### config.mk
export PLATFORM = sky130hd
export DESIGN_NAME = hist_top
export DESIGN_NICKNAME = d
export VERILOG_FILES = /design/src/rtl/hist_pkg.sv /design/src/rtl/hist_if.sv /design/src/rtl/photon_dispatch.sv /design/src/rtl/hist_lane.sv /design/src/rtl/hist_readout.sv /design/src/rtl/hist_top.sv
export SDC_FILE = /design/constraint.sdc
export NUM_CORES = 1
export LEC_CHECK = 0
export BUFFER_PORTS_ARGS = -buffer_cell sky130_fd_sc_hd__buf_2
export CORE_MARGIN = 2
export CORE_UTILIZATION = 60
export DETAILED_ROUTE_END_ITERATION = 10
export GPL_TIMING_DRIVEN = 0
export MAX_ROUTING_LAYER = met4
export PLACE_DENSITY = 0.83
export SLEW_MARGIN = 10
export SYNTH_ARGS = -nofsm -noshare
export SYNTH_HDL_FRONTEND = slang
export SYNTH_SLANG_ARGS = --single-unit
### constraint.sdc
create_clock -name clk -period 3.69 [get_ports clk]
set_input_delay 0 -clock clk [delete_from_list [all_inputs] [get_ports clk]]
set_output_delay 0 -clock clk [all_outputs]
set_load 0.01 [all_outputs]
### src/rtl/hist_pkg.sv
package hist_pkg;

    // lane sequencing
    // ACCUM takes photons, DRAIN streams the histogram out,
    // CLEAN is the one cycle that ages all touched tags
    typedef enum logic [1:0] {
        ACCUM = 2'b00,
        DRAIN = 2'b01,
        CLEAN = 2'b10
    } lane_state_e;

    // readout sequencing
    // idle until lane 0 offers its first word
    typedef enum logic {
        IDLE = 1'b0,
        SEND = 1'b1
    } readout_state_e;

    // default geometry
    // pixels must divide evenly over the lanes
    localparam int DEF_N_LANES = 2;

    // arrival bins per pixel, power of two
    localparam int DEF_BINS = 8;

    // pixels per frame
    localparam int DEF_PIXELS = 4;

    // photons per pixel before moving on
    localparam int DEF_SAMPLES_PER_PIXEL = 3;

    // frames per histogram period
    localparam int DEF_FRAMES = 3;

    // count width, saturates at all ones
    localparam int DEF_COUNT_W = 3;

endpackage

### src/rtl/hist_if.sv
// photon write into one lane
interface lane_wr_if #(
    parameter int BIN_W = 3,
    parameter int PIX_W = 1
);
    logic             valid;
    logic             ready;
    logic [BIN_W-1:0] bin;
    logic [PIX_W-1:0] pix;
    // closing transfer of a period, seen by every lane
    logic             period_end;

    modport src (output valid, bin, pix, period_end, input ready);
    modport dst (input valid, bin, pix, period_end, output ready);
endinterface

// drained bins out of one lane
interface lane_rd_if #(
    parameter int BIN_W = 3,
    parameter int PIX_W = 1,
    parameter int CNT_W = 3
);
    logic             valid;
    logic             ready;
    logic [PIX_W-1:0] pix;
    logic [BIN_W-1:0] bin;
    logic [CNT_W-1:0] count;
    // final bin of this lane
    logic             last;

    modport src (output valid, pix, bin, count, last, input ready);
    modport dst (input valid, pix, bin, count, last, output ready);
endinterface

### src/rtl/photon_dispatch.sv
module photon_dispatch #(
    parameter int N_LANES = 2,
    parameter int BINS = 8,
    parameter int PIXELS = 4,
    parameter int SAMPLES_PER_PIXEL = 3,
    parameter int FRAMES = 3,
    localparam int BIN_W = $clog2(BINS)
) (
    input  logic             clk,
    input  logic             combin_res,
    input  logic             photon_valid,
    output logic             photon_ready,
    input  logic [BIN_W-1:0] photon_bin,
    lane_wr_if.src           lane [N_LANES]
);
    localparam int LPIX = PIXELS / N_LANES;
    localparam int LPIX_W = (LPIX > 1) ? $clog2(LPIX) : 1;
    localparam int LANE_W = (N_LANES > 1) ? $clog2(N_LANES) : 1;
    localparam int SMP_W = (SAMPLES_PER_PIXEL > 1) ? $clog2(SAMPLES_PER_PIXEL) : 1;
    localparam int FRM_W = (FRAMES > 1) ? $clog2(FRAMES) : 1;

    // pixel counter kept split as lane index and local pixel
    logic [SMP_W-1:0]   smp;
    logic [LANE_W-1:0]  lane_idx;
    logic [LPIX_W-1:0]  loc_pix;
    logic [FRM_W-1:0]   frm;
    logic [N_LANES-1:0] lane_ready;
    logic               fire;
    logic               last_smp;
    logic               last_lane;
    logic               last_lpix;
    logic               last_frm;
    logic               period_end;

    assign last_smp = (smp == SMP_W'(SAMPLES_PER_PIXEL - 1));
    assign last_lane = (lane_idx == LANE_W'(N_LANES - 1));
    assign last_lpix = (loc_pix == LPIX_W'(LPIX - 1));
    assign last_frm = (frm == FRM_W'(FRAMES - 1));
    assign period_end = last_smp && last_lane && last_lpix && last_frm;

    // handshake follows the lane that owns the current pixel
    assign photon_ready = lane_ready[lane_idx];
    assign fire = photon_valid && photon_ready;

    for (genvar g = 0; g < N_LANES; g++) begin : g_route
        // valid only towards the owning lane
        assign lane[g].valid = photon_valid && (lane_idx == LANE_W'(g));
        assign lane[g].bin = photon_bin;
        assign lane[g].pix = loc_pix;
        // broadcast so that all lanes stop together
        assign lane[g].period_end = period_end && fire;
        assign lane_ready[g] = lane[g].ready;
    end

    // nested sample, pixel, frame counting
    always_ff @(posedge clk or negedge combin_res) begin
        if (!combin_res) begin
            smp <= '0;
            lane_idx <= '0;
            loc_pix <= '0;
            frm <= '0;
        end else if (fire) begin
            if (last_smp) begin
                smp <= '0;
                if (last_lane) begin
                    lane_idx <= '0;
                    if (last_lpix) begin
                        loc_pix <= '0;
                        // frame wrap closes the period
                        frm <= last_frm ? '0 : frm + 1'b1;
                    end else begin
                        loc_pix <= loc_pix + 1'b1;
                    end
                end else begin
                    lane_idx <= lane_idx + 1'b1;
                end
            end else begin
                smp <= smp + 1'b1;
            end
        end
    end

endmodule

### src/rtl/hist_lane.sv
module hist_lane
    import hist_pkg::*;
#(
    parameter int N_LANES = 2,
    parameter int BINS = 8,
    parameter int PIXELS = 4,
    parameter int COUNT_W = 3
) (
    input  logic   clk,
    input  logic   combin_res,
    lane_wr_if.dst wr,
    lane_rd_if.src rd
);
    localparam int LPIX = PIXELS / N_LANES;
    localparam int BIN_W = $clog2(BINS);
    localparam int PIX_W = (LPIX > 1) ? $clog2(LPIX) : 1;
    localparam int ADDR_W = PIX_W + BIN_W;
    localparam int DEPTH = LPIX * BINS;

    lane_state_e        state;
    // a bin counts as touched when its tag equals the period bit
    logic               period;
    logic [DEPTH-1:0]   tag;
    logic [COUNT_W-1:0] mem [DEPTH];

    // second stage of the read-modify-write
    logic               wv_q;
    logic [ADDR_W-1:0]  wa_q;
    logic [COUNT_W-1:0] rd_q;
    logic               rt_q;
    logic [COUNT_W-1:0] new_val;

    // drain sequencer and holding register
    logic [ADDR_W-1:0]  ra;
    logic               issued_all;
    logic               issue;
    logic               out_v;
    logic [ADDR_W-1:0]  out_addr;
    logic [COUNT_W-1:0] out_count;
    logic               out_last;

    // shared read port
    logic               wr_fire;
    logic [ADDR_W-1:0]  rd_addr;
    logic               fwd;
    logic [COUNT_W-1:0] rd_cnt;
    logic               rd_hit;

    assign wr.ready = (state == ACCUM);
    assign wr_fire = wr.valid && wr.ready;

    // first hit writes 1, later hits saturate at all ones
    assign new_val = !rt_q ? COUNT_W'(1) : ((&rd_q) ? rd_q : rd_q + 1'b1);

    // photon address while accumulating, drain pointer otherwise
    assign rd_addr = (state == ACCUM) ? {wr.pix, wr.bin} : ra;
    // pending write to the same bin wins over the array
    assign fwd = wv_q && (wa_q == rd_addr);
    assign rd_cnt = fwd ? new_val : mem[rd_addr];
    assign rd_hit = fwd || (tag[rd_addr] == period);

    // next drain read only when the holding register frees up
    assign issue = (state == DRAIN) && !issued_all && (!out_v || rd.ready);

    assign rd.valid = out_v;
    assign rd.pix = out_addr[ADDR_W-1:BIN_W];
    assign rd.bin = out_addr[BIN_W-1:0];
    assign rd.count = out_count;
    assign rd.last = out_last;

    always_ff @(posedge clk) begin
        if (wv_q) begin
            mem[wa_q] <= new_val;
        end
    end

    always_ff @(posedge clk) begin
        if (wr_fire) begin
            wa_q <= rd_addr;
            rd_q <= rd_cnt;
            rt_q <= rd_hit;
        end
        if (issue) begin
            out_addr <= ra;
            // untouched bins drain as zero
            out_count <= rd_hit ? rd_cnt : '0;
            out_last <= (ra == ADDR_W'(DEPTH - 1));
        end
    end

    always_ff @(posedge clk or negedge combin_res) begin
        if (!combin_res) begin
            state <= ACCUM;
            // tags clear to 0, so every bin starts untouched
            period <= 1'b1;
            tag <= '0;
            wv_q <= 1'b0;
            ra <= '0;
            issued_all <= 1'b0;
            out_v <= 1'b0;
        end else begin
            wv_q <= wr_fire;
            if (wv_q) begin
                tag[wa_q] <= period;
            end
            case (state)
                ACCUM: begin
                    if (wr.period_end) begin
                        state <= DRAIN;
                    end
                end
                DRAIN: begin
                    if (issue) begin
                        // stamp every drained bin, the flip then ages all of them
                        tag[ra] <= period;
                        if (ra == ADDR_W'(DEPTH - 1)) begin
                            issued_all <= 1'b1;
                        end else begin
                            ra <= ra + 1'b1;
                        end
                    end
                    if (issue) begin
                        out_v <= 1'b1;
                    end else if (rd.ready) begin
                        out_v <= 1'b0;
                    end
                    if (out_v && out_last && rd.ready) begin
                        state <= CLEAN;
                    end
                end
                CLEAN: begin
                    period <= ~period;
                    ra <= '0;
                    issued_all <= 1'b0;
                    state <= ACCUM;
                end
                default: begin
                    state <= ACCUM;
                end
            endcase
        end
    end

endmodule

### src/rtl/hist_readout.sv
module hist_readout
    import hist_pkg::*;
#(
    parameter int N_LANES = 2,
    parameter int BINS = 8,
    parameter int PIXELS = 4,
    parameter int COUNT_W = 3,
    localparam int BIN_W = $clog2(BINS),
    localparam int GPIX_W = (PIXELS > 1) ? $clog2(PIXELS) : 1
) (
    input  logic               clk,
    input  logic               combin_res,
    lane_rd_if.dst             lanes [N_LANES],
    output logic               hist_valid,
    input  logic               hist_ready,
    output logic [GPIX_W-1:0]  hist_pixel,
    output logic [BIN_W-1:0]   hist_bin,
    output logic [COUNT_W-1:0] hist_count,
    output logic               hist_last,
    output logic               hist_num
);
    localparam int LPIX = PIXELS / N_LANES;
    localparam int LPIX_W = (LPIX > 1) ? $clog2(LPIX) : 1;
    localparam int SEL_W = (N_LANES > 1) ? $clog2(N_LANES) : 1;

    readout_state_e     state;
    logic [SEL_W-1:0]   sel;
    logic [N_LANES-1:0] lane_valid;
    logic [N_LANES-1:0] lane_last;
    logic [LPIX_W-1:0]  lane_pix [N_LANES];
    logic [BIN_W-1:0]   lane_bin [N_LANES];
    logic [COUNT_W-1:0] lane_cnt [N_LANES];
    logic               in_fire;
    logic [GPIX_W-1:0]  in_pixel;
    logic               in_last;
    logic               out_take;
    // skid slot, fills only when the output stalls
    logic               skid_v;
    logic [GPIX_W-1:0]  skid_pixel;
    logic [BIN_W-1:0]   skid_bin;
    logic [COUNT_W-1:0] skid_count;
    logic               skid_last;

    for (genvar g = 0; g < N_LANES; g++) begin : g_lane
        assign lane_valid[g] = lanes[g].valid;
        assign lane_last[g] = lanes[g].last;
        assign lane_pix[g] = lanes[g].pix;
        assign lane_bin[g] = lanes[g].bin;
        assign lane_cnt[g] = lanes[g].count;
        // only the served lane sees ready
        assign lanes[g].ready = (state == SEND) && (sel == SEL_W'(g)) && !skid_v;
    end

    assign in_fire = (state == SEND) && lane_valid[sel] && !skid_v;
    // global pixel from local pixel and lane index
    assign in_pixel = GPIX_W'(lane_pix[sel]) * GPIX_W'(N_LANES) + GPIX_W'(sel);
    assign in_last = lane_last[sel] && (sel == SEL_W'(N_LANES - 1));
    assign out_take = !hist_valid || hist_ready;

    always_ff @(posedge clk) begin
        if (out_take) begin
            if (skid_v) begin
                hist_pixel <= skid_pixel;
                hist_bin <= skid_bin;
                hist_count <= skid_count;
            end else if (in_fire) begin
                hist_pixel <= in_pixel;
                hist_bin <= lane_bin[sel];
                hist_count <= lane_cnt[sel];
            end
        end else if (in_fire) begin
            skid_pixel <= in_pixel;
            skid_bin <= lane_bin[sel];
            skid_count <= lane_cnt[sel];
            skid_last <= in_last;
        end
    end

    always_ff @(posedge clk or negedge combin_res) begin
        if (!combin_res) begin
            state <= IDLE;
            sel <= '0;
            skid_v <= 1'b0;
            hist_valid <= 1'b0;
            hist_last <= 1'b0;
            hist_num <= 1'b0;
        end else begin
            if (out_take) begin
                if (skid_v) begin
                    hist_valid <= 1'b1;
                    hist_last <= skid_last;
                    skid_v <= 1'b0;
                end else begin
                    hist_valid <= in_fire;
                    hist_last <= in_fire && in_last;
                end
            end else if (in_fire) begin
                skid_v <= 1'b1;
            end
            // period toggle on the closing word
            if (hist_valid && hist_ready && hist_last) begin
                hist_num <= ~hist_num;
            end
            case (state)
                IDLE: begin
                    if (lane_valid[0]) begin
                        state <= SEND;
                    end
                end
                SEND: begin
                    if (in_fire && lane_last[sel]) begin
                        if (sel == SEL_W'(N_LANES - 1)) begin
                            sel <= '0;
                            state <= IDLE;
                        end else begin
                            sel <= sel + 1'b1;
                        end
                    end
                end
                default: begin
                    state <= IDLE;
                end
            endcase
        end
    end

endmodule

### src/rtl/hist_top.sv
module hist_top
    import hist_pkg::*;
#(
    parameter int N_LANES = DEF_N_LANES,
    parameter int BINS = DEF_BINS,
    parameter int PIXELS = DEF_PIXELS,
    parameter int SAMPLES_PER_PIXEL = DEF_SAMPLES_PER_PIXEL,
    parameter int FRAMES = DEF_FRAMES,
    parameter int COUNT_W = DEF_COUNT_W,
    localparam int BIN_W = $clog2(BINS),
    localparam int GPIX_W = (PIXELS > 1) ? $clog2(PIXELS) : 1
) (
    input  logic               clk,
    input  logic               combin_res,
    input  logic               photon_valid,
    output logic               photon_ready,
    input  logic [BIN_W-1:0]   photon_bin,
    output logic               hist_valid,
    input  logic               hist_ready,
    output logic [GPIX_W-1:0]  hist_pixel,
    output logic [BIN_W-1:0]   hist_bin,
    output logic [COUNT_W-1:0] hist_count,
    output logic               hist_last,
    output logic               hist_num
);
    localparam int LPIX = PIXELS / N_LANES;
    localparam int LPIX_W = (LPIX > 1) ? $clog2(LPIX) : 1;

    // one write and one drain bus per lane
    lane_wr_if #(.BIN_W(BIN_W), .PIX_W(LPIX_W)) wr_bus [N_LANES] ();
    lane_rd_if #(.BIN_W(BIN_W), .PIX_W(LPIX_W), .CNT_W(COUNT_W)) rd_bus [N_LANES] ();

    photon_dispatch #(
        .N_LANES(N_LANES),
        .BINS(BINS),
        .PIXELS(PIXELS),
        .SAMPLES_PER_PIXEL(SAMPLES_PER_PIXEL),
        .FRAMES(FRAMES)
    ) u_dispatch (
        .clk(clk),
        .combin_res(combin_res),
        .photon_valid(photon_valid),
        .photon_ready(photon_ready),
        .photon_bin(photon_bin),
        .lane(wr_bus)
    );

    // global pixel p lands in lane p mod N_LANES
    for (genvar g = 0; g < N_LANES; g++) begin : g_lane
        hist_lane #(
            .N_LANES(N_LANES),
            .BINS(BINS),
            .PIXELS(PIXELS),
            .COUNT_W(COUNT_W)
        ) u_lane (
            .clk(clk),
            .combin_res(combin_res),
            .wr(wr_bus[g]),
            .rd(rd_bus[g])
        );
    end

    hist_readout #(
        .N_LANES(N_LANES),
        .BINS(BINS),
        .PIXELS(PIXELS),
        .COUNT_W(COUNT_W)
    ) u_readout (
        .clk(clk),
        .combin_res(combin_res),
        .lanes(rd_bus),
        .hist_valid(hist_valid),
        .hist_ready(hist_ready),
        .hist_pixel(hist_pixel),
        .hist_bin(hist_bin),
        .hist_count(hist_count),
        .hist_last(hist_last),
        .hist_num(hist_num)
    );

endmodule

Word level (Yosys, flattened, before mapping)

Memories as Yosys holds them, arrays and structs flattened.
Cells that the tools add are included.

Bits in writable memories: 96
Logic and storage cells: 256
Memories kept: 2
Output and inout bits: 12
Bits in registers: 113

$lt $le $gt $ge: 13
Reductions and logical operators: 69
Add/subtract/negate cells: 10
Multiplexer cells: 89
Bitwise logic cells: 8
Eq/ne operators: 22

Memories:

| name                 | depth | width | rd ports | clocked after memory_dff | write ports | RTL line        | RTL |
|---|---|---|---|---|---|---|---|
| g_lane[0].u_lane.mem | 16    | 3     | 1        | 0                        | 1           | hist_lane.sv:24 | `logic [COUNT_W-1:0] mem [DEPTH];` |
| g_lane[1].u_lane.mem | 16    | 3     | 1        | 0                        | 1           | hist_lane.sv:24 |  |

Operators with widths:

| cell                                                                                 | count |
|---|---|
| 16-bit two-way mux                                                                   | 6 |
| 16-bit bitwise mux                                                                   | 4 |
| 3-bit two-way mux                                                                    | 16 |
| 1-bit two-way mux                                                                    | 37 |
| 1-bit logical AND                                                                    | 34 |
| 4-bit by 5-bit less-than comparator with 1-bit output (second input constant)        | 6 |
| 4-bit two-way mux                                                                    | 6 |
| 3-bit AND reduction                                                                  | 7 |
| 1-bit demux with 4-bit select                                                        | 4 |
| 4-bit by 1-bit greater-or-equal comparator with 1-bit output (second input constant) | 4 |
| 4-bit one-hot mux with 2 select lines                                                | 2 |
| 2-bit AND reduction                                                                  | 8 |
| 2-bit two-way mux                                                                    | 7 |
| 2-bit inequality test (second input constant)                                        | 7 |
| 2-bit nonzero test                                                                   | 6 |
| 4-bit by 1-bit adder with 4-bit output (second input constant)                       | 2 |
| 1-bit binary-select mux with 4-bit select                                            | 2 |
| 2-bit equality test (second input constant)                                          | 4 |
| 4-bit equality test                                                                  | 2 |
| 4-bit equality test (second input constant)                                          | 2 |
| 2-bit one-hot mux with 2 select lines                                                | 2 |
| 1-bit NOT                                                                            | 7 |
| 3-bit by 1-bit adder with 3-bit output (second input constant)                       | 2 |
| 1-bit zero test                                                                      | 6 |
| other kinds (13)                                                                     | 28 |

Longest topological paths before layout

Depth after elaboration: 9
Mapped depth: 12

Cells and area by module

From an unflattened synthesis, not the netlist that was laid out.

Cells, all modules: 714
Area total of the unflattened synthesis: 9773.1 um^2

By module, submodules not included:

| module                       | area an instance (um^2) | instances | seq. area each (um^2) | cells an instance |
|---|---|---|---|---|
| hist_lane (g_lane[0].u_lane) | 4212.8                  | 1         | 2573.7                | 307 |
| hist_lane (g_lane[1].u_lane) | 4196.5                  | 1         | 2573.7                | 313 |
| hist_readout                 | 988.4                   | 1         | 660.6                 | 61 |
| photon_dispatch              | 375.4                   | 1         | 150.1                 | 33 |

Worst setup path before layout

Ideal clock, no wire load.

Kind: register -> register
Start point: reg g_lane[1].u_lane.state[0]
End point: reg g_lane[1].u_lane.out_count[1] (data pin)
Period minus slack after synthesis: 2.728 ns
Required time: 3.430 ns
Library setup time: 0.260 ns
Setup slack: 0.962 ns
Stages on the path, launching flop included: 11
Arrival time: 2.468 ns
Cells stage by stage: dfrtp_1 -> inv_1 -> ha_1 -> buf_6 -> mux2i_4 -> mux4_1 -> a22oi_1 -> nand2_1 -> xor2_1 -> a41oi_1 -> mux2_2

Word-level cells in the longest chain between the ends: 6
Elaborated cells on any way between the ends: 10

RTL lines:

| what                                      | RTL line         | RTL |
|---|---|---|
| start, declared                           | hist_lane.sv:20  | `lane_state_e state;` |
| start signal, assigned                    | hist_lane.sv:93  | `state <= ACCUM;` |
| start signal, assigned                    | hist_lane.sv:109 | `state <= DRAIN;` |
| start signal, assigned                    | hist_lane.sv:128 | `state <= CLEAN;` |
| 2-bit zero test *                         | hist_lane.sv:56  | `assign rd_addr = (state == ACCUM) ? {wr.pix, wr.bin} : ra;` |
| 4-bit two-way mux *                       | hist_lane.sv:56  |  |
| 1-bit binary-select mux with 4-bit select | hist_lane.sv:60  | `assign rd_hit = fwd \|\| (tag[rd_addr] == period);` |
| 1-bit two-way mux (not written as such)   | hist_lane.sv:60  |  |
| 1-bit equality test                       | hist_lane.sv:60  |  |
| 1-bit logical OR                          | hist_lane.sv:60  |  |
| end signal, assigned                      | hist_lane.sv:86  | `out_count <= rd_hit ? rd_cnt : '0;` |
| end, declared                             | hist_lane.sv:39  | `logic [COUNT_W-1:0] out_count;` |

Every way passes the cells marked *; elsewhere a longest branch is shown, timed or not. The select of a mux whose other input is x is not followed.
A chain may end at the register's enable or synchronous reset.

Worst setup path in the final report

Start point: reg g_lane[0].u_lane.state[0]
End point: reg g_lane[0].u_lane.rt_q (data pin)

Word-level cells in the longest chain between the ends: 6
Elaborated cells on any way between the ends: 8

RTL lines:

| what                                      | RTL line         | RTL |
|---|---|---|
| start, declared                           | hist_lane.sv:20  |  |
| start signal, assigned                    | hist_lane.sv:93  |  |
| start signal, assigned                    | hist_lane.sv:109 |  |
| start signal, assigned                    | hist_lane.sv:128 |  |
| 2-bit zero test *                         | hist_lane.sv:56  |  |
| 4-bit two-way mux *                       | hist_lane.sv:56  |  |
| 1-bit binary-select mux with 4-bit select | hist_lane.sv:60  |  |
| 1-bit two-way mux (not written as such)   | hist_lane.sv:60  |  |
| 1-bit equality test                       | hist_lane.sv:60  |  |
| 1-bit logical OR *                        | hist_lane.sv:60  |  |
| via g_lane[0].u_lane.rd_hit               | hist_lane.sv:47  | `logic rd_hit;` |
| end signal, assigned                      | hist_lane.sv:81  | `rt_q <= rd_hit;` |
| end, declared                             | hist_lane.sv:30  | `logic rt_q;` |

Mark *: on every way through the listed nets, which the timed path passes. The rest lies on a longest branch. The select of a mux whose other input is x is not followed.

==> out/metrics.yaml <==
place:
  placed_cell_area_mm2: 0.0105
  portBuffers: 17
  dpl.hpwl_mm: 17.2
  dp_cells: 1050
  gp_congestion: 0.955
run_status:
  outcome: "finished clean"
setup_path:
  cp-end-kind: "register"
  r2r-start: "g_lane[0].u_lane.state[0]$_DFFE_PN0P_"
  r2r_cells: 9
  crit_path_start: "g_lane[0].u_lane.state[0]$_DFFE_PN0P_"
  rrSetupSlack_ns: 0.33
  worstSetupEndpoint: "g_lane[0].u_lane.rt_q$_DFFE_PP_"
  critPathMaxFanout: 8
  start_kind: "register"
  crit_path_max_incr_delay_ns: 0.61
  crit_required_ns: 3.92
  crit_path_top_delay_cell: "mux2i_2"
  arrival_ns: 3.59
  worstPathCellList: "inv_1 > ha_1 > buf_4 > mux2i_2 > mux4_2 > o32ai_1 > nor2_1 > xor2_1 > nand2_1"
  r2r-end: "g_lane[0].u_lane.rt_q$_DFFE_PP_"
  crit_type: "register to register"
sta:
  final_hold_viol_count: 0
  rsz0062_at_grt: "no"
  worstMarginPinSlew_ns: 1.26
  relSlewSlack: 0.151
  setup_tns_ns: 0
  fmax_ghz: 0.297
  fin_skew_ns: 0.00719
  finalSetupViolCount: 0
  post-route-min-period_ns: 3.36
  fin_crit_sh: 0.911
  slew_viol_final: 0
final_layout:
  final_common_cell: "edfxtp_1"
  final_cell_mix: "edfxtp_1, nor2_1, dfrtp_1"
  final_cell_count_no_fill: 1094
  layout.area.seq_mm2: 0.00596
  drive_gt1_frac: 0.160
  postLayoutCellArea_mm2: 0.0112
  fin_nets: 883
  multi_input_area_mm2: 0.00386
  diodes: 0
  final.fill_count: 1128
  syn_to_final_growth_pct: 11.4
die:
  pin_count: 19
  placementRows: 47
  die-area_mm2: 0.0178
  die_x_um: 134
  start_util: 0.612
  core-area_mm2: 0.0165
  die_h_um: 134
route:
  routed_wirelength_mm: 24.7
  dr.pass1.iters: 5
  routedWlPerCell_um: 22.5
  drcViolationCount: 0
  dr.first_iter.drc_count: 891
  postRouteAntennaNets: 0
  vias_per_cell: 6.50
  vias: 7107
pwr:
  powerDensity_mw_per_mm2: 668
  ir_drop_mv: 0.352
  leakagePower_uw: 0.00418
global_route:
  track_usage: 0.290
  grt_pass1_wl_mm: 38.5
  grt_pass1_vias: 7174
  grt_max_degree: 60
  antenna_found_initial: 0
  overflow: 0
synth:
  ys_ff_latch: 209
  synth_ff_type: "edfxtp_1"
  netlist_instances: 810
  synth_edf_count: 145
  avgSynthCellArea_um2: 12.4
  syn_area_mm2: 0.0101
  ys_seq_area_frac: 0.592
  syn_nets: 835
  async_reset_ff_frac: 0.306
  synth_cell_type_count: 65
  synth_warnings: 0
clock_tree:
  root_buffer: "clkbuf_16"
  clk_pin_slew_worst_paths_ns: 0.06
  postCtsResizedCells: 0
  cts.sinks: 209
  clk_path_buf_depth: 3
  hold_buffers: 4
  htreeDepth: 1
  cts_setup_buffers: 0
  clk_latency_ns: 0.51
  numCtsBuffers: 22
  cts_tree: "yes"
min_path:
  hold_class: "input pin to async pin"
job:
  drv_cap: 0
==> flip-flops by register name, summed over array words and instances, names as in the netlist, 4 cells and up <==
name,flops
g_lane.u_lane.rd_q,6
g_lane.u_lane.tag,32
g_lane.u_lane.rd.count,6
g_lane.u_lane.ra,8
g_lane.u_lane.mem,96
g_lane.u_lane.out_addr,8
g_lane.u_lane.wa_q,8
g_lane.u_lane.state,4
==> metrics by stage <==
| stage | setup WS [ns] | power, uW | hold slack (ns) | util |
|---|---|---|---|---|
| after floorplan | 0.962 | 4660 | -0.296 | - |
| after global placement | 0.507 | 5230 | 0.301 | 0.633 |
| after detailed placement | 0.447 | 5330 | -0.160 | 0.637 |
| after CTS | 0.413 | 7450 | 0.0554 | 0.681 |
| after global routing | 0.259 | 7800 | 0.0639 | 0.681 |
| final | 0.327 | 7490 | 0.0500 | 0.681 |
==> Yosys cell counts, types with 5 or more instances <==
cell type / number / area (um2)
o211ai_1: 18 / 135
ha_1: 18 / 225
edfxtp_1: 145 / 4350
xnor2_1: 11 / 96.3
mux2_2: 57 / 642
nor2b_1: 6 / 37.5
nor2_1: 84 / 315
inv_1: 21 / 78.8
nand3_1: 17 / 85.1
a31oi_1: 23 / 144
nand2b_1: 16 / 100
o221ai_1: 12 / 105
o21ai_1: 5 / 25.0
mux4_2: 5 / 113
and2_1: 5 / 31.3
mux2i_1: 22 / 220
xor2_1: 6 / 52.6
o22ai_1: 13 / 81.3
nand2_1: 49 / 184
o21ai_0: 36 / 180
mux4_1: 5 / 131
dfrtp_1: 62 / 1550
o31ai_1: 5 / 37.5
nor3_1: 24 / 120
clkbuf_1: 27 / 101
a21oi_1: 28 / 140
o21bai_1: 15 / 113
==> cell families after synthesis <==
group | synth area share
compound gates | 0.122
buf+inv | 0.0262
fa+ha+maj | 0.0224
xor+xnor | 0.0148
simple gates | 0.101
mux | 0.123
flops | 0.592
==> power by group <==
group / switching [uW] / internal [uW] / leakage [uW]
Sequential: 204 / 2980 / 0.00215
Clock: 875 / 1230 / 0.000342
Combinational: 1400 / 800 / 0.00169
Total: 2480 / 5010 / 0.00418
==> layer usage <==
layer	GRT usage	vias up	routed length, um
met5	-	-	0
met4	0.107	0	869
met3	0.0658	72	2760
met2	0.450	426	11400
met1	0.377	3450	9620
li1	-	3159	-
==> worst max-delay path: cells and delay by family, from the launching register on <==
family,cells,cell delay [ns]
adder cells (fa/ha/maj),1,0.17
multiplexers,2,1.20
flip-flops,1,0.41
buffers and inverters,2,0.31
AND/OR/NAND/NOR,2,0.24
XOR/XNOR,1,0.49
AO/OA/AOI/OAI,1,0.26
==> worst min-delay path by stage <==
stage,start,end,slack (ns),cells after the start
floorplan,combin_res,g_lane[0].u_lane.issued_all$_DFFE_PN0P_,-0.30,0
global placement,hist_ready,u_readout.hist_num$_DFFE_PN0P_,0.30,3
detailed placement,combin_res,g_lane[1].u_lane.wv_q$_DFF_PN0_,-0.16,1
CTS,photon_bin[1],g_lane[1].u_lane.wa_q[1]$_DFFE_PP_,0.06,3
global route,photon_bin[1],g_lane[1].u_lane.wa_q[1]$_DFFE_PP_,0.06,3
finish,combin_res,g_lane[1].u_lane.tag[14]$_DFF_PN0_,0.05,3
==> area by class of cell <==
cell class,count,share of cell area
Timing Repair Buffer,24,0.0152
Sequential cell,209,0.531
Clock buffer,31,0.0549
Inverter,23,0.00770
Multi-Input combinational cell,538,0.344
Buffer,40,0.0158
Tap cell,220,0.0245
Clock inverter,9,0.00647
(Power assumes the default switching activity.)
